**src/fp_format_pkg.sv**
```systemverilog
`default_nettype none

package fp_format_pkg;

  //////////////////////////////
  // ieee single precision layout
  //////////////////////////////
  localparam int FLEN       = 32;
  localparam int EXPO_WIDTH = 8;
  localparam int FRAC_WIDTH = 23;
  localparam int BIAS       = 127;

  typedef logic [FLEN-1:0]       fp_word_t;  // whole operand or result
  typedef logic [EXPO_WIDTH-1:0] expo_t;     // biased exponent field
  typedef logic [FRAC_WIDTH-1:0] frac_t;     // fraction without hidden bit

  // quiet nan with zero payload
  localparam fp_word_t CANONICAL_NAN = 32'h7fc0_0000;

endpackage

`default_nettype wire

```
**src/sqrt_unit_pkg.sv**
```systemverilog
`default_nettype none

package sqrt_unit_pkg;

  typedef logic [3:0] id_t;           // instruction tag
  typedef logic [2:0] rm_t;           // riscv rounding mode
  typedef logic [4:0] fflags_t;       // nv dz of uf nx
  typedef logic [2:0] grs_t;          // guard round sticky
  typedef logic [3:0] special_case_t; // inf snan qnan zero

  // rounding mode encodings
  localparam rm_t RM_RNE = 3'd0;
  localparam rm_t RM_RTZ = 3'd1;
  localparam rm_t RM_RDN = 3'd2;
  localparam rm_t RM_RUP = 3'd3;
  localparam rm_t RM_RMM = 3'd4;

  //////////////////////////////
  // mantissa core fsm
  //////////////////////////////
  typedef enum logic [1:0] {
    IDLE,
    BUSY,
    FINISH
  } sqrt_state_t;

endpackage

`default_nettype wire

```
**src/fp_classify.sv**
```systemverilog
`default_nettype none

module fp_classify #(
  parameter bit ENABLE_SUBNORMAL = 1'b1
) (
  input  fp_format_pkg::fp_word_t       rs1,
  output logic                          hidden_bit,
  output sqrt_unit_pkg::special_case_t  special_case
);
  import fp_format_pkg::*;

  expo_t expo;
  frac_t frac;
  logic  expo_all_ones;
  logic  expo_zero;
  logic  frac_zero;
  logic  is_inf;
  logic  is_snan;
  logic  is_qnan;
  logic  is_zero;

  assign expo = rs1[FLEN-2 -: EXPO_WIDTH];
  assign frac = rs1[FRAC_WIDTH-1:0];

  assign expo_all_ones = &expo;
  assign expo_zero     = ~|expo;
  assign frac_zero     = ~|frac;

  assign hidden_bit = ~expo_zero;

  assign is_inf  = expo_all_ones & frac_zero;
  assign is_snan = expo_all_ones & ~frac_zero & ~frac[FRAC_WIDTH-1]; // quiet bit clear
  assign is_qnan = expo_all_ones & frac[FRAC_WIDTH-1];
  // subnormals flush to zero when not supported
  assign is_zero = expo_zero & (frac_zero | ~ENABLE_SUBNORMAL);

  assign special_case = {is_inf, is_snan, is_qnan, is_zero};

endmodule

`default_nettype wire

```
**src/pre_normalize.sv**
```systemverilog
`default_nettype none

module pre_normalize (
  input  fp_format_pkg::frac_t                   frac_in,
  input  logic                                   hidden_bit,
  output fp_format_pkg::expo_t                   left_shift_amt,
  output logic [fp_format_pkg::FRAC_WIDTH:0]     frac_normalized
);
  import fp_format_pkg::*;

  expo_t leading_zeros;

  // leading zero count, highest set bit wins
  always_comb begin
    leading_zeros = expo_t'(FRAC_WIDTH); // all zero fraction
    for (int i = 0; i < FRAC_WIDTH; i++) begin
      if (frac_in[i]) begin
        leading_zeros = expo_t'(FRAC_WIDTH - 1 - i);
      end
    end
  end

  // one extra position moves the leading one into the hidden slot
  always_comb begin
    if (hidden_bit) begin
      left_shift_amt = '0;
    end else begin
      left_shift_amt = leading_zeros + expo_t'(1);
    end
  end

  assign frac_normalized = {hidden_bit, frac_in} << left_shift_amt;

endmodule

`default_nettype wire

```
**src/sqrt_mantissa.sv**
```systemverilog
`default_nettype none

module sqrt_mantissa #(
  parameter int ITERATION = 27
) (
  input  logic                 clk,
  input  logic                 rst,
  input  logic                 start,
  input  logic [ITERATION-1:0] radicand,
  output logic                 done,
  output logic [ITERATION-1:0] root,
  output logic                 remainder_nonzero
);
  import sqrt_unit_pkg::*;

  localparam int CNT_W = $clog2(ITERATION);
  localparam int REM_W = ITERATION + 2;

  sqrt_state_t        state;
  logic [CNT_W-1:0]   count;
  logic [2*ITERATION-1:0] rad_sr;  // radicand followed by zero pairs
  logic [REM_W-1:0]   rem;
  logic [REM_W+1:0]   rem_shifted;
  logic [REM_W+1:0]   trial;
  logic               trial_fits;
  logic               load;

  assign load = (state == IDLE) & start;

  //////////////////////////////
  // one digit per clock
  //////////////////////////////
  assign rem_shifted = {rem, rad_sr[2*ITERATION-1 -: 2]}; // bring down two bits
  assign trial       = {2'b00, root, 2'b01};               // 4*root + 1
  assign trial_fits  = rem_shifted >= trial;

  always_ff @(posedge clk) begin
    if (rst) begin
      state <= IDLE;
      count <= '0;
      done  <= 1'b0;
    end else begin
      done <= 1'b0;
      case (state)
        IDLE: begin
          if (start) begin
            state <= BUSY;
            count <= '0;
          end
        end
        BUSY: begin
          if (count == CNT_W'(ITERATION - 1)) begin
            state <= FINISH;
            done  <= 1'b1; // last root bit lands this edge
          end else begin
            count <= count + CNT_W'(1);
          end
        end
        FINISH: state <= IDLE;
        default: state <= IDLE;
      endcase
    end
  end

  // datapath, held after the last step until the next start
  always_ff @(posedge clk) begin
    if (load) begin
      rad_sr <= {radicand, {ITERATION{1'b0}}};
      rem    <= '0;
      root   <= '0;
    end else if (state == BUSY) begin
      rad_sr <= rad_sr << 2;
      root   <= {root[ITERATION-2:0], trial_fits};
      if (trial_fits) begin
        rem <= REM_W'(rem_shifted - trial);
      end else begin
        rem <= REM_W'(rem_shifted); // restore
      end
    end
  end

  assign remainder_nonzero = |rem;

endmodule

`default_nettype wire

```
**src/fp_sqrt.sv**
```systemverilog
`default_nettype none

module fp_sqrt #(
  parameter bit ENABLE_SUBNORMAL = 1'b1
) (
  input  logic                               clk,
  input  logic                               rst,
  input  logic                               issue_request,
  output logic                               issue_ready,
  input  sqrt_unit_pkg::id_t                 issue_id,
  input  fp_format_pkg::fp_word_t            rs1,
  input  logic                               rs1_hidden_bit,
  input  sqrt_unit_pkg::special_case_t       rs1_special_case,
  input  sqrt_unit_pkg::rm_t                 rm_in,
  output logic                               wb_done,
  input  logic                               wb_ack,
  output sqrt_unit_pkg::id_t                 wb_id,
  output logic                               result_sign,
  output fp_format_pkg::expo_t               result_expo,
  output logic [fp_format_pkg::FRAC_WIDTH:0] result_frac,
  output sqrt_unit_pkg::grs_t                grs,
  output logic                               early_terminate,
  output fp_format_pkg::fp_word_t            early_result,
  output logic                               invalid,
  output sqrt_unit_pkg::rm_t                 rm_out
);
  import fp_format_pkg::*;
  import sqrt_unit_pkg::*;

  localparam int ITERATION = FRAC_WIDTH + 4;

  //////////////////////////////
  // pre-normalization
  //////////////////////////////
  expo_t               left_shift_amt;
  logic [FRAC_WIDTH:0] frac_normalized;
  logic [EXPO_WIDTH:0] expo_normalized; // msb is the borrow

  pre_normalize pre_normalize_i (
    .frac_in         (rs1[FRAC_WIDTH-1:0]),
    .hidden_bit      (rs1_hidden_bit),
    .left_shift_amt  (left_shift_amt),
    .frac_normalized (frac_normalized)
  );

  // subnormal exponent reads as 1, minus the shift
  assign expo_normalized = {1'b0, rs1[FLEN-2 -: EXPO_WIDTH]}
                         + {{EXPO_WIDTH{1'b0}}, ~rs1_hidden_bit}
                         - (ENABLE_SUBNORMAL ? {1'b0, left_shift_amt} : '0);

  //////////////////////////////
  // one entry input buffer
  //////////////////////////////
  logic                buf_valid;
  logic                buf_sign;
  logic [EXPO_WIDTH:0] buf_expo;
  logic [FRAC_WIDTH:0] buf_mant;
  id_t                 buf_id;
  rm_t                 buf_rm;
  special_case_t       buf_special;
  logic                push;
  logic                pop;
  logic                ack;
  logic                in_progress;

  assign ack         = wb_ack & wb_done;
  assign push        = issue_request & issue_ready;
  assign pop         = buf_valid & (~in_progress | ack); // refill on the ack edge
  assign issue_ready = ~buf_valid | pop;

  always_ff @(posedge clk) begin
    if (rst) begin
      buf_valid <= 1'b0;
    end else begin
      buf_valid <= push | (buf_valid & ~pop);
    end
  end

  always_ff @(posedge clk) begin
    if (push) begin
      buf_sign    <= rs1[FLEN-1];
      buf_expo    <= expo_normalized;
      buf_mant    <= frac_normalized;
      buf_id      <= issue_id;
      buf_rm      <= rm_in;
      buf_special <= rs1_special_case;
    end
  end

  //////////////////////////////
  // core launch
  //////////////////////////////
  logic                 odd_exponent;
  logic [ITERATION-1:0] radicand;
  logic [ITERATION-1:0] root;
  logic                 core_done;
  logic                 remainder_nonzero;

  assign odd_exponent = ~buf_expo[0]; // bias is odd
  assign radicand     = odd_exponent ? {buf_mant, 3'b000} : {1'b0, buf_mant, 2'b00};

  sqrt_mantissa #(
    .ITERATION (ITERATION)
  ) sqrt_mantissa_i (
    .clk               (clk),
    .rst               (rst),
    .start             (pop),
    .radicand          (radicand),
    .done              (core_done),
    .root              (root),
    .remainder_nonzero (remainder_nonzero)
  );

  // operation in flight, until its result is acknowledged
  always_ff @(posedge clk) begin
    if (rst) begin
      in_progress <= 1'b0;
    end else begin
      in_progress <= pop | (in_progress & ~ack);
    end
  end

  logic                op_sign;
  logic [EXPO_WIDTH:0] op_expo;
  logic                op_is_one;
  special_case_t       op_special;

  always_ff @(posedge clk) begin
    if (pop) begin
      op_sign    <= buf_sign;
      op_expo    <= buf_expo;
      op_is_one  <= ~buf_sign & (buf_expo == (EXPO_WIDTH+1)'(BIAS))
                  & (buf_mant == {1'b1, {FRAC_WIDTH{1'b0}}});
      op_special <= buf_special;
      wb_id      <= buf_id;
      rm_out     <= buf_rm;
    end
  end

  //////////////////////////////
  // exponent path
  //////////////////////////////
  logic signed [EXPO_WIDTH:0] unbiased_expo;
  logic signed [EXPO_WIDTH:0] half_expo;

  assign unbiased_expo = $signed(op_expo) - $signed((EXPO_WIDTH+1)'(BIAS));
  assign half_expo     = unbiased_expo >>> 1; // toward minus infinity
  assign result_expo   = half_expo[EXPO_WIDTH-1:0] + expo_t'(BIAS);

  //////////////////////////////
  // special operands
  //////////////////////////////
  logic is_inf;
  logic is_snan;
  logic is_qnan;
  logic is_zero;
  logic output_nan;
  logic output_inf;

  assign {is_inf, is_snan, is_qnan, is_zero} = op_special;

  assign invalid         = is_snan | (op_sign & ~is_zero & ~is_qnan);
  assign output_nan      = is_snan | is_qnan | invalid;
  assign output_inf      = is_inf & ~op_sign;
  assign early_terminate = output_nan | output_inf | is_zero | op_is_one;

  always_comb begin
    if (output_nan) begin
      early_result = CANONICAL_NAN;
    end else if (output_inf) begin
      early_result = {1'b0, {EXPO_WIDTH{1'b1}}, frac_t'(0)};
    end else if (is_zero) begin
      early_result = {op_sign, {(FLEN-1){1'b0}}}; // keeps the sign of zero
    end else begin
      early_result = {1'b0, expo_t'(BIAS), frac_t'(0)};
    end
  end

  //////////////////////////////
  // writeback hold
  //////////////////////////////
  assign result_sign = op_sign;
  assign result_frac = root[ITERATION-1 -: FRAC_WIDTH+1];
  assign grs         = {root[2], root[1], root[0] | remainder_nonzero};

  always_ff @(posedge clk) begin
    if (rst) begin
      wb_done <= 1'b0;
    end else if (ack) begin
      wb_done <= 1'b0;
    end else if (core_done) begin
      wb_done <= 1'b1;
    end
  end

endmodule

`default_nettype wire

```
**src/fp_round.sv**
```systemverilog
`default_nettype none

module fp_round (
  input  logic                               result_sign,
  input  fp_format_pkg::expo_t               result_expo,
  input  logic [fp_format_pkg::FRAC_WIDTH:0] result_frac,
  input  sqrt_unit_pkg::grs_t                grs,
  input  logic                               early_terminate,
  input  fp_format_pkg::fp_word_t            early_result,
  input  logic                               invalid,
  input  sqrt_unit_pkg::rm_t                 rm,
  output fp_format_pkg::fp_word_t            result,
  output sqrt_unit_pkg::fflags_t             fflags
);
  import fp_format_pkg::*;
  import sqrt_unit_pkg::*;

  logic                  inexact;
  logic                  lsb;
  logic                  round_up;
  logic [FRAC_WIDTH+1:0] mant_sum;     // extra bit catches the carry
  expo_t                 expo_rounded;

  assign inexact = |grs;
  assign lsb     = result_frac[0];

  always_comb begin
    case (rm)
      RM_RNE:  round_up = grs[2] & (lsb | grs[1] | grs[0]); // ties to even
      RM_RTZ:  round_up = 1'b0;
      RM_RDN:  round_up = result_sign & inexact;
      RM_RUP:  round_up = ~result_sign & inexact;
      RM_RMM:  round_up = grs[2];
      default: round_up = 1'b0;
    endcase
  end

  assign mant_sum     = {1'b0, result_frac} + {{(FRAC_WIDTH+1){1'b0}}, round_up};
  // mantissa overflow bumps the exponent, fraction is already zero
  assign expo_rounded = result_expo + {{(EXPO_WIDTH-1){1'b0}}, mant_sum[FRAC_WIDTH+1]};

  always_comb begin
    if (early_terminate) begin
      result = early_result;
    end else begin
      result = {result_sign, expo_rounded, mant_sum[FRAC_WIDTH-1:0]};
    end
  end

  assign fflags = {invalid, 3'b000, inexact & ~early_terminate};

endmodule

`default_nettype wire

```
**src/fp_sqrt_top.sv**
```systemverilog
`default_nettype none

module fp_sqrt_top #(
  parameter bit ENABLE_SUBNORMAL = 1'b1
) (
  input  logic                    clk,
  input  logic                    rst,
  input  logic                    issue_request,
  output logic                    issue_ready,
  input  sqrt_unit_pkg::id_t      issue_id,
  input  fp_format_pkg::fp_word_t issue_rs1,
  input  sqrt_unit_pkg::rm_t      issue_rm,
  output logic                    wb_done,
  input  logic                    wb_ack,
  output sqrt_unit_pkg::id_t      wb_id,
  output fp_format_pkg::fp_word_t wb_result,
  output sqrt_unit_pkg::fflags_t  wb_fflags
);
  import fp_format_pkg::*;
  import sqrt_unit_pkg::*;

  logic                rs1_hidden_bit;
  special_case_t       rs1_special_case;
  logic                result_sign;
  expo_t               result_expo;
  logic [FRAC_WIDTH:0] result_frac;
  grs_t                grs;
  logic                early_terminate;
  fp_word_t            early_result;
  logic                invalid;
  rm_t                 rm;

  fp_classify #(
    .ENABLE_SUBNORMAL (ENABLE_SUBNORMAL)
  ) fp_classify_i (
    .rs1          (issue_rs1),
    .hidden_bit   (rs1_hidden_bit),
    .special_case (rs1_special_case)
  );

  fp_sqrt #(
    .ENABLE_SUBNORMAL (ENABLE_SUBNORMAL)
  ) fp_sqrt_i (
    .clk              (clk),
    .rst              (rst),
    .issue_request    (issue_request),
    .issue_ready      (issue_ready),
    .issue_id         (issue_id),
    .rs1              (issue_rs1),
    .rs1_hidden_bit   (rs1_hidden_bit),
    .rs1_special_case (rs1_special_case),
    .rm_in            (issue_rm),
    .wb_done          (wb_done),
    .wb_ack           (wb_ack),
    .wb_id            (wb_id),
    .result_sign      (result_sign),
    .result_expo      (result_expo),
    .result_frac      (result_frac),
    .grs              (grs),
    .early_terminate  (early_terminate),
    .early_result     (early_result),
    .invalid          (invalid),
    .rm_out           (rm)
  );

  fp_round fp_round_i (
    .result_sign     (result_sign),
    .result_expo     (result_expo),
    .result_frac     (result_frac),
    .grs             (grs),
    .early_terminate (early_terminate),
    .early_result    (early_result),
    .invalid         (invalid),
    .rm              (rm),
    .result          (wb_result),
    .fflags          (wb_fflags)
  );

endmodule

`default_nettype wire

```
**config.mk**
```make
export PLATFORM = sky130hd
export DESIGN_NAME = fp_sqrt_top
export DESIGN_NICKNAME = d
export VERILOG_FILES = /design/src/fp_format_pkg.sv /design/src/sqrt_unit_pkg.sv /design/src/fp_classify.sv /design/src/pre_normalize.sv /design/src/sqrt_mantissa.sv /design/src/fp_sqrt.sv /design/src/fp_round.sv /design/src/fp_sqrt_top.sv
export SDC_FILE = /design/constraint.sdc
export NUM_CORES = 1
export LEC_CHECK = 0
export BUFFER_PORTS_ARGS = -buffer_cell sky130_fd_sc_hd__buf_4
export CAP_MARGIN = 20
export CORE_UTILIZATION = 60
export DETAILED_ROUTE_END_ITERATION = 10
export PLACE_DENSITY_LB_ADDON = 0.15
export SETUP_SLACK_MARGIN = 0.02
export SLEW_MARGIN = 20
export SYNTH_ARGS = -nofsm -noshare
export SYNTH_HDL_FRONTEND = slang
export SYNTH_HIERARCHICAL = 1
export SYNTH_SLANG_ARGS = --single-unit
```
**constraint.sdc**
```tcl
create_clock -name clk -period 9.5 [get_ports clk]
set_input_delay 1.9 -clock clk [delete_from_list [all_inputs] [get_ports clk]]
set_output_delay 1.9 -clock clk [all_outputs]
set_load 0.01 [all_outputs]
```
==> impl.org, run 1 <==
** Status
- Outcome :: complete, no violations

** Critical path
- Length in cells of the worst reg-to-reg path :: 10
- By startpoint and endpoint, the worst setup path is classified as reg2out.
- Data required time of the worst path :: 7.60 ns
- Critical path data arrival time :: 4.55 ns
- STA classifies the critical path startpoint as a flop.
- Critical Path Fanout Max :: 10
- Kind of end point of the critical path :: output port

** Clock tree
- After clock tree synthesis, the clock-pin slew on the worst setup and hold paths is 0.07 ns.
- After clock tree synthesis, the repair step resized 0 gates.
- Once the clock tree was built, the setup fixing pass inserted 0 buffers.
- TritonCTS clock tree :: done
- Clock Latency Late Sink :: 0.44 ns
- Number of sinks handled by clock tree synthesis :: 161
- Maximum level of the CTS H-tree :: 4
- Cts bufs inserted :: 17
- Number of hold-repair buffers added at the cts stage :: 0
- The clock passes through at most 2 buffers.
- In this run the clock root is driven by a sky130_fd_sc_hd__clkbuf_16.

** Min path
- Along the worst hold path, the cell count comes to 0.
- The tightest min-delay check is of the reg2reg type.

** Global route
- For this run, the total global-route usage over all layers was measured as 0.308.
- Global route overflow :: 0
- Entering global routing, the biggest net connects 77 pins.
- Initial antenna violation count :: 0
- The number of global-route vias before repair is 9653.
- First-pass GRT wire length :: 49100 um

** Flow run
- Number of violations of the max-capacitance limit :: 0

** Floorplan
- Chip height :: 144 um
- After floorplanning, the core was sized to cover 19600 um2.
- From left edge to right edge, the die measures 144 um.
- Initial core utilization :: 0.615
- Full die area :: 20600 um2
- # IOs :: 86
- Site row count :: 51

** Timing
- After routing, the total negative slack on setup checks comes to 0 ns.
- The routed design could run at a clock period as short as 6.45 ns.
- Across all hold checks on the routed design, the worst slack comes to 0.419 ns.
- Max Clk Rate :: 155 MHz
- The worst path meets setup with 3.05 ns of slack.
- Setup repair after global routing left no endpoint under its margin.
- For the final database, setup skew stands at 0.0146 ns.
- The total count of max-transition violations in the final report came to 0.
- For the pin with the worst max-slew slack, the measured transition is 0.831 ns.
- Final hold viol count :: 0
- Measured against its own limit, the worst slew margin works out to 0.444.
- Setup violations remaining at the end of the flow were counted as 0.
- In the finished design, the share of the clock period the worst path needs comes to 0.679.

** Yosys
- By area the synthesized netlist is led by sky130_fd_sc_hd__edfxtp_1 23%, sky130_fd_sc_hd__dfxtp_1 11%, sky130_fd_sc_hd__ha_1 5.6%.
- Cell accounting for the most synthesized area :: sky130_fd_sc_hd__edfxtp_1
- Sequential fraction of the synthesis area :: 0.346
- Mapped Cells :: 1394
- Number of unique standard cell types used by synthesis :: 103
- A synthesized cell averages 8.64 um2.
- After synthesis, the share of flip-flops with an asynchronous set or reset is 0.
- By count the netlist is led by 168 x sky130_fd_sc_hd__nand2_1, 98 x sky130_fd_sc_hd__o21ai_0, 94 x sky130_fd_sc_hd__edfxtp_1.
- Yosys warning count :: 6
- For this run, the leading register cell type out of synthesis is sky130_fd_sc_hd__edfxtp_1.
- Post-synth EDFFs :: 94
- Syn Std Cell Area :: 12000 um2
- Post-synthesis sequential element count :: 161
- Among all cell types in the netlist, the one instantiated most often is sky130_fd_sc_hd__nand2_1.
- Portion of synthesized cell area occupied by the leading cell type :: 0.234

** Pwr
- For this design the static power due to leakage is 5.12 nW.
- Worst supply voltage drop on vdd :: 162 uV
- Power density over the cells :: 238 nW/um2
- Overall Power :: 3.10 mW

** Layout
- The net count of the finished layout is 1511.
- Fill cell instance count of the final layout :: 1666
- Fin util :: 0.667
- Of the cells placed in the final design, the portion with a size suffix greater than 1 is 0.150.
- For this run, the number of standard cells in the final layout without fillers is 1691.
- Summing all non-filler instances in the final layout gives an area of 13100 um2.
- Final antenna diode count :: 0
- Layout Area Growth over Synthesis :: 8.50%

** Place
- Port Buffers :: 82
- Gp weighted congestion :: 0.979
- Placed instance count :: 1658
- Pre-CTS setup slack :: 3.00 ns
- HPWL after detailed placement :: 22900 um
- Dpl cell area :: 12500 um2

** Routing
- Routed length per instance :: 18.4 um
- Dividing the detail-routed via count by the number of cells gives 6.15.
- Total DRC errors in the routed layout :: 0
- The routed layout has 10403 vias.
- After detailed routing, the total wire length is 31000 um.
- First-pass DRT Iterations :: 7
- In this run the remaining antenna-violating nets after routing total 0.
- Number of violations reported at the end of detailed-routing iteration 0 :: 840
worst max-delay path, cell delays in order (launching register included):
cell and delay [ns]:
sky130_fd_sc_hd__dfxtp_1 0.35, sky130_fd_sc_hd__or4_1 0.51, sky130_fd_sc_hd__nor4_1 0.39, sky130_fd_sc_hd__nand4_1 0.18, sky130_fd_sc_hd__or2_2 0.37, sky130_fd_sc_hd__nor2_1 0.15, sky130_fd_sc_hd__a211o_1 0.14, sky130_fd_sc_hd__a2bb2oi_1 0.06
sky130_fd_sc_hd__ha_1 0.21, sky130_fd_sc_hd__ha_1 0.22, sky130_fd_sc_hd__and4_1 0.30, sky130_fd_sc_hd__nand3_4 0.17, sky130_fd_sc_hd__nor4_1 0.10, sky130_fd_sc_hd__ha_1 0.22, sky130_fd_sc_hd__and3_1 0.22, sky130_fd_sc_hd__nand3_1 0.10
sky130_fd_sc_hd__xor2_1 0.17, sky130_fd_sc_hd__o21ai_0 0.09, sky130_fd_sc_hd__buf_4 0.15
area by class of cell:
type,instances,area (um2),share of cell area
clock buffers,17,425,0.0325
clock inverters,15,163,0.0124
well taps,265,332,0.0254
inverters,77,289,0.0221
multi-input cells,1064,7000,0.536
repair buffers,92,698,0.0534
flip-flops and latches,161,4160,0.319
power breakdown:
group | switching (mW) | internal, mW
Clock | 0.319 | 0.352
Combinational | 0.852 | 0.633
Sequential | 0.0989 | 0.850
registers in the layout, summed over array words and instances (netlist names), 5 cells and up:
name	flops
fp_sqrt_i/buf_expo	9
fp_sqrt_i/buf_mant	24
fp_sqrt_i/op_expo	9
fp_sqrt_i/sqrt_mantissa_i/count	5
fp_sqrt_i/sqrt_mantissa_i/rad_sr	27
fp_sqrt_i/sqrt_mantissa_i/rem	29
fp_sqrt_i/sqrt_mantissa_i/root	27
per-layer routing:
metal  up-vias  wire length (um)  global-route usage
met1      4936             13300               0.384
met5         -                 0                   0
li1       5089                 -                   -
met2       312             15400               0.537
met4         0               991               0.120
met3        66              1360              0.0420
cells in the final DEF (no fill, tap or decap), drive strengths merged, types with 40 or more instances in the layout:
| master | count |
|---|---|
| a21oi | 85 |
| buf | 92 |
| dfxtp | 67 |
| edfxtp | 94 |
| ha | 54 |
| inv | 84 |
| nand2 | 169 |
| nand3 | 65 |
| nor2 | 79 |
| nor3 | 40 |
| o21ai | 109 |
cell families after synthesis:
kind of cell,count (synthesis),synth area share
AOI/OAI and AO/OA,368,0.206
DFF,161,0.346
adders and majority gates,55,0.0577
and+or+nand+nor,493,0.211
other,3,0.000935
muxes,58,0.0517
xor gates and xnor gates,60,0.0436
buffers and inverters,196,0.0843
worst paths after layout:
| path | startpoint | to | slack (ns) |
|---|---|---|---|
| setup / recovery | fp_sqrt_i/sqrt_mantissa_i/rem[14] | wb_result[30] | 3.05 |
| hold / removal | fp_sqrt_i/buf_id[1] | fp_sqrt_i/wb_id[1] | 0.42 |
| setup reg to reg | fp_sqrt_i/sqrt_mantissa_i/root[7] | fp_sqrt_i/sqrt_mantissa_i/rem[25] | 6.39 |
| hold reg to reg | fp_sqrt_i/buf_id[1] | fp_sqrt_i/wb_id[1] | 0.42 |
No activity file was read; power rests on OpenSTA's default activity.
==> run 2, diff against run 1 <==
--- a/config.mk
+++ b/config.mk
@@ -5,6 +5,7 @@
 export SDC_FILE = /design/constraint.sdc
 export NUM_CORES = 1
 export LEC_CHECK = 0
+export ABC_AREA = 1
 export BUFFER_PORTS_ARGS = -buffer_cell sky130_fd_sc_hd__buf_4
 export CAP_MARGIN = 20
 export CORE_UTILIZATION = 60
==> constraint.sdc (replaced) <==
create_clock -name clk -period 6.2 [get_ports clk]
set_input_delay 1.24 -clock clk [delete_from_list [all_inputs] [get_ports clk]]
set_output_delay 1.24 -clock clk [all_outputs]
set_load 0.01 [all_outputs]
==> impl.org, run 2 <==
** Global route
- Gr usage total :: 0.319 (+0.0114)
- Met3 global-route usage :: 0.0455 (+0.00347)
- The global-route congestion overflow total was 0 (unchanged).
- The initial antenna violation count was 0 (unchanged).
- met2 is the most crowded layer.
- Number of global-route vias before repair :: 11793 (+22%)
- Pin count of the biggest net entering global routing :: 58 (-25%)
- First-pass GRT wire length :: 56500 um (+15%)
- The met1 track demand over resource in global routing is 0.381 (-0.00221).
- The global-route met2 utilization is 0.562 (+0.0252).

** Routing
- Antenna violation net count after detailed routing :: 0 (unchanged)
- The ratio of routed vias to standard cells is 5.41 (-12%).
- Routed length per instance :: 15.0 um (-18%)
- Number of violations reported at the end of detailed-routing iteration 0 :: 907 (+8.0%)
- The overall routed net length was 35100 um (+13%).
- Total DRC errors in the routed layout :: 0 (unchanged)
- First-pass DRT Iterations :: 6 (-1)
- DR vias :: 12683 (+22%)

** Critical path
- Counting stages on the worst path, the most repeated cell is sky130_fd_sc_hd__ha_1.
- Critical path data arrival time :: 4.17 ns (-0.38 ns)
- The maximum cell stage delay along the critical path came to 0.54 ns (+0.03 ns).
- The setup path with the least slack is of type reg2out.
- Data required time of the worst path :: 4.96 ns (-2.64 ns)
- Critical Path Fanout Max :: 6 (-4)
- The depth of the most critical reg-to-reg path came to 10 (unchanged).
- The worst setup path is launched from a flop.
- For this design, the slowest cell found on the critical path is sky130_fd_sc_hd__or4_1.
- Kind of end point of the critical path :: output port

** Yosys
- The fraction of post-synthesis cell area in the top cell type by area was 0.214 (-0.0206).
- Most instantiated library cell after synthesis :: sky130_fd_sc_hd__nand2_1
- Avg Synthesized Cell Area :: 6.55 um2 (-24%)
- The synthesized netlist cell count is 2015 (+45%).
- Cell accounting for the most synthesized area :: sky130_fd_sc_hd__edfxtp_1
- The number of distinct library cell variants in the gate-level netlist after synthesis is 49 (-52%).
- The post-synthesis async set-or-reset flop share is 0 (unchanged).
- Yosys warning count :: 6 (unchanged)
- The commonest cells after synthesis are 695 x sky130_fd_sc_hd__nand2_1, 291 x sky130_fd_sc_hd__inv_1, 206 x sky130_fd_sc_hd__nand3_1.
- Sorting the synthesized cells by area gives the leading types as sky130_fd_sc_hd__edfxtp_1 21%, sky130_fd_sc_hd__nand2_1 20%, sky130_fd_sc_hd__dfxtp_1 10%.
- Syn Std Cell Area :: 13200 um2 (+9.6%)
- Post-synthesis sequential element count :: 161 (unchanged)
- Sequential fraction of the synthesis area :: 0.315 (-0.0304)
- Primary flip-flop cell chosen by synthesis mapping :: sky130_fd_sc_hd__edfxtp_1
- Post-synth EDFFs :: 94 (unchanged)

** Timing
- Dividing the final minimum period by the clock period gives 0.873.
- Setup repair after global routing left no endpoint under its margin.
- Max Clk Rate :: 185 MHz
- Slew at the pin closest to its max-slew limit :: 1.07 ns (+0.237 ns)
- The number of hold-slack violations in the final timing report was 0 (unchanged).
- Post-Route Hold Slack :: 0.414 ns (-0.00543 ns)
- The clock tree skew after final layout came to 0.0163 ns (+0.00170 ns).
- Normalized max-slew margin :: 0.287 (-0.158)
- The final setup TNS came to 0 ns (unchanged).
- Final setup violation count :: 0 (unchanged)
- Final count of pins violating max slew :: 0 (unchanged)
- Final worst path period need :: 5.41 ns

** Flow run
- Number of violations of the max-capacitance limit :: 0 (unchanged)

** Floorplan
- Site row count :: 53 (+3.9%)
- The vertical extent of the die was 150 um (+4.6%).
- The initial standard-cell utilization of the core is 0.620 (+0.00547).
- The placeable core region was 21300 um2 (+8.7%).
- Full die area :: 22600 um2 (+9.5%)
- # IOs :: 86 (unchanged)
- Horizontal extent of the die :: 150 um (+4.6%)

** Layout
- The net total in the final layout came to 2153 (+42%).
- Fraction of final layout cells sized beyond drive strength 1 :: 0.119 (-0.0311)
- The library cell used most frequently in the layout, excluding fill and tap cells, is sky130_fd_sc_hd__nand2_1.
- In the final layout, the registers with the most flip-flops are fp_sqrt_i/sqrt_mantissa_i/rem: 29 flops, fp_sqrt_i/sqrt_mantissa_i/rad_sr: 27 flops, fp_sqrt_i/sqrt_mantissa_i/root: 27 flops.
- Layout Area Growth over Synthesis :: 8.50% (about the same)
- Reg with most FFs :: fp_sqrt_i/sqrt_mantissa_i/rem
- Commonest cells after routing, fill and taps aside :: 695 x sky130_fd_sc_hd__nand2_1, 291 x sky130_fd_sc_hd__inv_1, 205 x sky130_fd_sc_hd__nand3_1, 137 x sky130_fd_sc_hd__nor2_1
- The antenna diode count is 0 (unchanged).
- The number of filler instances in the final layout is 1949 (+17%).
- Number of flip-flops in the largest register :: 29 (unchanged)

** Pwr
- The overall power consumption was 5.89 mW (+90%).
- The total leakage power came to 7.35 nW (+44%).
- Worst supply voltage drop on vdd :: 323 uV (+99%)
- Power density over the cells :: 411 nW/um2 (+73%)

** Clock tree
- The worst-case clock buffer depth was 2 (unchanged).
- Clock transition at the register clock pins on the worst setup and hold paths after CTS :: 0.06 ns (about the same)
- The number of levels the H-tree was split into came to 4 (unchanged).
- The total of cells resized after clock tree synthesis was 0 (unchanged).
- The tree is rooted in a sky130_fd_sc_hd__clkbuf_16.
- The number of buffers added for setup after CTS came to 0 (unchanged).
- Clock Latency Late Sink :: 0.43 ns (about the same)
- Number of sinks handled by clock tree synthesis :: 161 (unchanged)
- TritonCTS built the clock tree.
- The number of CTS-inserted buffers is 17 (unchanged).
- The cts-stage hold buffer count is 0 (unchanged).

** Min path
- The worst hold path cell count was 0 (unchanged).
- The worst hold path belongs to the class reg2reg.

** Place
- HPWL after detailed placement :: 26500 um (+15%)
- Port Buffers :: 82 (unchanged)
- Gp weighted congestion :: 1.01 (+3.0%)

** Status
- The flow ran to the end, and the final reports show no timing, DRC or antenna violations.
-- run 2: changes by cell type in the layout (fill, tap and decap cells not counted), sizes merged, moves of 17 or more --
| cell | delta |
|---|---|
| nor4 | -21 |
| nor3 | -24 |
| xnor2 | -29 |
| o21ai | -66 |
| nor2 | +86 |
| nand2 | +563 |
| nand3 | +166 |
| o22ai | +20 |
| o211ai | -17 |
| mux2 | -31 |
| a21oi | -47 |
| mux2i | -27 |
| inv | +232 |
| nand4 | +31 |
-- run 2: final timing paths --
path,slack [ns],endpoint,from
worst max register to register,3.28,fp_sqrt_i/sqrt_mantissa_i/root[15],fp_sqrt_i/wb_done
worst min-delay path,0.41,fp_sqrt_i/op_special[3],fp_sqrt_i/buf_special[3]
worst min register to register,0.41,fp_sqrt_i/op_special[3],fp_sqrt_i/buf_special[3]
worst max-delay path,0.79,wb_result[29],fp_sqrt_i/sqrt_mantissa_i/rem[16]
-- run 2: cells by family after synthesis --
kind of cell	after synthesis	synth area share
and+or+nand+nor	1228	0.422
buffers and inverters	413	0.137
DFF	161	0.315
AOI/OAI and AO/OA	131	0.0568
adders and majority gates	55	0.0527
xor gates and xnor gates	24	0.0159
other	3	0.000853
-- run 2: area by class of cell --
class	count	area [um2]	area share
clock inverter	13	148	0.0103
tap	275	344	0.0240
multi-input combinational	1468	7360	0.514
inverter	313	1170	0.0820
clock buffer	19	433	0.0302
sequential	161	4160	0.291
timing repair buffer	94	706	0.0492
-- run 2: per-stage QoR --
stage           util  setup WS [ns]  area [um2]  cells
3_3_place_gp   0.646           1.27       13700   2311
2_1_floorplan      -           1.35       13300   2042
3_5_place_dp   0.646           1.23       13700   2311
6_report       0.673          0.785       14300   2343
4_1_cts        0.673          0.757       14300   2343
5_1_grt        0.673          0.447       14300   2343
-- run 2: where the power goes --
part           total [mW]  internal, mW  switching [mW]
Clock                1.03         0.570           0.464
Sequential           1.40          1.29           0.115
Combinational        3.46          1.06            2.40
Total                5.89          2.91            2.98
-- run 2: routing by layer --
metal	routed length [um]	vias up
met2	17200	435
li1	-	6442
met4	1530	0
met3	1820	89
met1	14600	5717
met5	0	-
-- run 2: critical path: cells and delay by family (launching register included) --
family	cells	cell delay (ns)
AND/OR/NAND/NOR	15	2.08
adder cells (fa/ha/maj)	4	0.80
flip-flops	1	0.35
buffers and inverters	3	0.28
AO/OA/AOI/OAI	3	0.25
==> run 3, diff against run 2 <==
--- a/config.mk
+++ b/config.mk
@@ -8,12 +8,11 @@
 export ABC_AREA = 1
 export BUFFER_PORTS_ARGS = -buffer_cell sky130_fd_sc_hd__buf_4
 export CAP_MARGIN = 20
-export CORE_UTILIZATION = 60
+export CORE_UTILIZATION = 55
 export DETAILED_ROUTE_END_ITERATION = 10
 export PLACE_DENSITY_LB_ADDON = 0.15
 export SETUP_SLACK_MARGIN = 0.02
 export SLEW_MARGIN = 20
 export SYNTH_ARGS = -nofsm -noshare
 export SYNTH_HDL_FRONTEND = slang
-export SYNTH_HIERARCHICAL = 1
 export SYNTH_SLANG_ARGS = --single-unit
==> constraint.sdc (replaced) <==
create_clock -name clk -period 5.6 [get_ports clk]
set_input_delay 1.12 -clock clk [delete_from_list [all_inputs] [get_ports clk]]
set_output_delay 1.12 -clock clk [all_outputs]
set_load 0.01 [all_outputs]
==> impl.org, run 3 <==
** Timing
- Final Cycle Share :: 1.06
- The final worst setup slack is -0.319 ns (-1.10 ns).
- The number of setup violations in the final report was 7 (+7).
- Final count of pins violating max slew :: 0 (unchanged)
- The final setup TNS was -1.58 ns (-1.58 ns).
- Max Clk Rate :: 169 MHz
- The clock tree skew after final layout was 0.0134 ns (-0.00292 ns).
- Final hold viol count :: 0 (unchanged)
- Unrepaired setup endpoints after global routing :: true
- The max-slew headroom at the worst pin was 0.296 (+0.00934).
- Final worst path period need :: 5.92 ns
- The slew at the pin closest to its max-slew limit is 1.05 ns (-0.0150 ns).

** Pwr
- Power density over the cells :: 323 nW/um2 (-21%)
- The worst vdd rail ir drop came to 213 uV (-34%).
- The overall power consumption is 4.02 mW (-32%).
- Static Leakage :: 5.74 nW (-22%)

** Critical path
- By instance count, the cell type seen most on the critical path is sky130_fd_sc_hd__buf_4.
- The worst register-to-register path begins at fp_sqrt_i.sqrt_mantissa_i.root[0].
- The maximum cell stage delay along the critical path was 0.55 ns (about the same).
- STA classifies the critical path startpoint as a flop.
- Critical path origin :: fp_sqrt_i.sqrt_mantissa_i.rem[9]
- STA classifies the critical path endpoint as an output port.
- Critical path data arrival time :: 4.80 ns (+0.63 ns)
- The critical path is of the reg2out type.
- The largest individual stage delay along the critical path comes from the cell sky130_fd_sc_hd__or4_4.
- The data required time of the critical path was 4.48 ns (-0.48 ns).
- The critical-path maximum fanout was 3 (-3).

** Layout
- Final Instance Area :: 12500 um2 (-13%)
- The net total in the final layout is 1645 (-24%).
- Fraction of final layout cells sized beyond drive strength 1 :: 0.145 (+0.0264)
- Number of flip-flops in the largest register :: 29 (unchanged)
- Layout Area Growth over Synthesis :: 16.6%
- Number of non-filler instances in the completed layout :: 1822 (-22%)
- Final antenna diode count :: 0 (unchanged)
- The largest registers in the layout are fp_sqrt_i.sqrt_mantissa_i.rem: 29 flops, fp_sqrt_i.sqrt_mantissa_i.root: 27 flops, fp_sqrt_i.sqrt_mantissa_i.rad_sr: 25 flops.
- The number of filler instances in the final layout came to 1657 (-15%).
- Most common cell after layout, fill and taps aside :: sky130_fd_sc_hd__nand2_1
- Reg with most FFs :: fp_sqrt_i.sqrt_mantissa_i.rem
- Commonest cells after routing, fill and taps aside :: 385 x sky130_fd_sc_hd__nand2_1, 198 x sky130_fd_sc_hd__inv_1, 131 x sky130_fd_sc_hd__nand3_1, 115 x sky130_fd_sc_hd__buf_4, 92 x sky130_fd_sc_hd__edfxtp_1

** Place
- Port Buffers :: 82 (unchanged)
- Gp weighted congestion :: 0.926 (-8.2%)
- The cell total after placement was 1765 (-24%).
- Dpl cell area :: 11500 um2 (-17%)
- HPWL after detailed placement :: 19300 um (-27%)

** Clock tree
- Clock Latency Late Sink :: 0.43 ns (about the same)
- The number of CTS-inserted buffers is 17 (unchanged).
- Maximum level of the CTS H-tree :: 4 (unchanged)
- Clock tree synthesis selected as its root buffer the cell sky130_fd_sc_hd__clkbuf_16.
- TritonCTS built the clock tree.
- The sink count of the clock tree is 159 (-1.2%).
- Clk buf depth :: 2 (unchanged)
- Clock transition at the register clock pins on the worst setup and hold paths after CTS :: 0.07 ns (about the same)
- The cts-stage hold buffer count is 0 (unchanged).

** Yosys
- Mapped Cells :: 1458 (-28%)
- The netlist area before placement was 10700 um2 (-19%).
- Sequential fraction of the synthesis area :: 0.384 (+0.0689)
- The largest total area in the synthesized netlist belongs to sky130_fd_sc_hd__edfxtp_1.
- The number of distinct library cell variants in the gate-level netlist after synthesis is 57 (+16%).
- The post-synthesis async set-or-reset flop share came to 0 (unchanged).
- Most frequent cells after synthesis :: 388 x sky130_fd_sc_hd__nand2_1, 203 x sky130_fd_sc_hd__inv_1, 133 x sky130_fd_sc_hd__nand3_1
- The flop and latch count out of synthesis is 159 (-1.2%).
- Yosys warning count :: 0 (-6)
- Post-synth EDFFs :: 92 (-2.1%)
- In the post-synthesis netlist, the biggest area contributors are sky130_fd_sc_hd__edfxtp_1 26%, sky130_fd_sc_hd__nand2_1 14%, sky130_fd_sc_hd__dfxtp_1 13%.
- Portion of synthesized cell area occupied by the leading cell type :: 0.259 (+0.0449)
- Avg Synthesized Cell Area :: 7.33 um2 (+12%)
- sky130_fd_sc_hd__nand2_1 is the most common cell in the netlist.
- Primary flip-flop cell chosen by synthesis mapping :: sky130_fd_sc_hd__edfxtp_1

** Global route
- The number of global-route vias before repair is 9157 (-22%).
- First-pass GRT wire length :: 43700 um (-23%)
- Gr usage total :: 0.273 (-0.0461)
- The global-route congestion overflow total is 0 (unchanged).
- The maximum number of pins on one net before global-route repair is 82 (+41%).
- The initial antenna violation count is 0 (unchanged).

** Flow run
- The max-cap violation count is 0 (unchanged).

** Routing
- Total DRC errors in the routed layout :: 0 (unchanged)
- DR vias :: 9826 (-23%)
- First-pass DRT Iterations :: 5 (-1)
- Via-to-Cell Ratio :: 5.39 (-0.37%)
- Routed length per instance :: 14.5 um (-2.9%)
- Antenna violation net count after detailed routing :: 0 (unchanged)
- The DRC marker count from the first detailed-route iteration is 741 (-18%).
- Final WL :: 26500 um (-25%)

** Floorplan
- Chip height :: 141 um (-6.0%)
- The site row count is 50 (-5.7%).
- Full die area :: 20000 um2 (-12%)
- The die width was 141 um (-6.0%).
- # IOs :: 86 (unchanged)
- The initial standard-cell utilization of the core was 0.565 (-0.0550).
- The placeable core region was 18900 um2 (-11%).

** Status
- Violated checks :: negative setup slack
- The run finished, with violations left.

** Min path
- In this run the worst hold path is classified as reg2reg.
- Hold path startpoint :: fp_sqrt_i.buf_special[3]
-- run 3: changes by cell type in the layout (fill, tap and decap cells not counted), sizes merged, moves of 25 or more --
| cell | delta |
|---|---|
| buf | +27 |
| nand4 | -31 |
| nand2 | -339 |
| nand3 | -97 |
| inv | -94 |
| nor2 | -68 |
| o22ai | -25 |
| o21ai | +49 |
| a21oi | +31 |
-- run 3: final timing paths --
kind	to	slack, ns	cells after the start
worst max-delay path	wb_result[10]	-0.32	33
worst min-delay path	fp_sqrt_i.op_special[3]	0.42	0
worst max register to register	fp_sqrt_i.sqrt_mantissa_i.rem[28]	1.74	18
worst min register to register	fp_sqrt_i.op_special[3]	0.42	0
-- run 3: logic make-up (layout without fill, tap and decap cells) --
family	Yosys count	after routing	synth area share
DFF	159	159	0.384
adders and majority gates	53	53	0.0628
AOI/OAI and AO/OA	221	221	0.121
buffers and inverters	267	367	0.101
other	2	6	0.000703
and+or+nand+nor	715	715	0.297
xor gates and xnor gates	41	41	0.0336
-- run 3: what timing repair did --
item / in CTS / in global routing
endpoints found under the hold margin: 0 / 0
setup endpoints to repair: 7 / 15
pin swaps: 13 / 11
gates resized for setup: 30 / 24
setup buffers: 18 / 7
-- run 3: area by class of cell --
| class | instances | area (um2) | area share |
|---|---|---|---|
| clock buffer | 17 | 425 | 0.0341 |
| clock inverter | 15 | 154 | 0.0124 |
| tap | 260 | 325 | 0.0261 |
| inverter | 214 | 806 | 0.0647 |
| timing repair buffer | 121 | 931 | 0.0747 |
| sequential | 159 | 4110 | 0.330 |
| multi-input combinational | 1036 | 5710 | 0.458 |
-- run 3: worst max-delay path, delay by kind of cell, from the launching register on --
family	cells	cell delay, ns
adders and majority gates	2	0.37
AOI/OAI and AO/OA	2	0.23
buffers and inverters	15	1.42
DFF	1	0.32
and+or+nand+nor	14	2.02
-- run 3: metal layers --
metal  share of wire  vias to the layer above  global-route usage
met1            0.45                     4522               0.360
li1                -                     5022                   -
met3           0.044                       37              0.0418
met5               0                        -                   0
met2            0.48                      245               0.460
met4           0.022                        0              0.0870
-- run 3: where the power goes --
part	switching (mW)	internal (mW)
Sequential	0.0885	1.37
Combinational	0.855	0.568
Clock	0.540	0.598
-- run 3: stage by stage --
stage,util,setup slack [ns],hold slack (ns)
2_1_floorplan,-,0.588,0.400
3_3_place_gp,0.608,0.267,0.401
3_5_place_dp,0.608,0.00694,0.405
4_1_cts,0.651,-0.183,0.422
5_1_grt,0.659,-0.562,0.441
6_report,0.659,-0.319,0.421
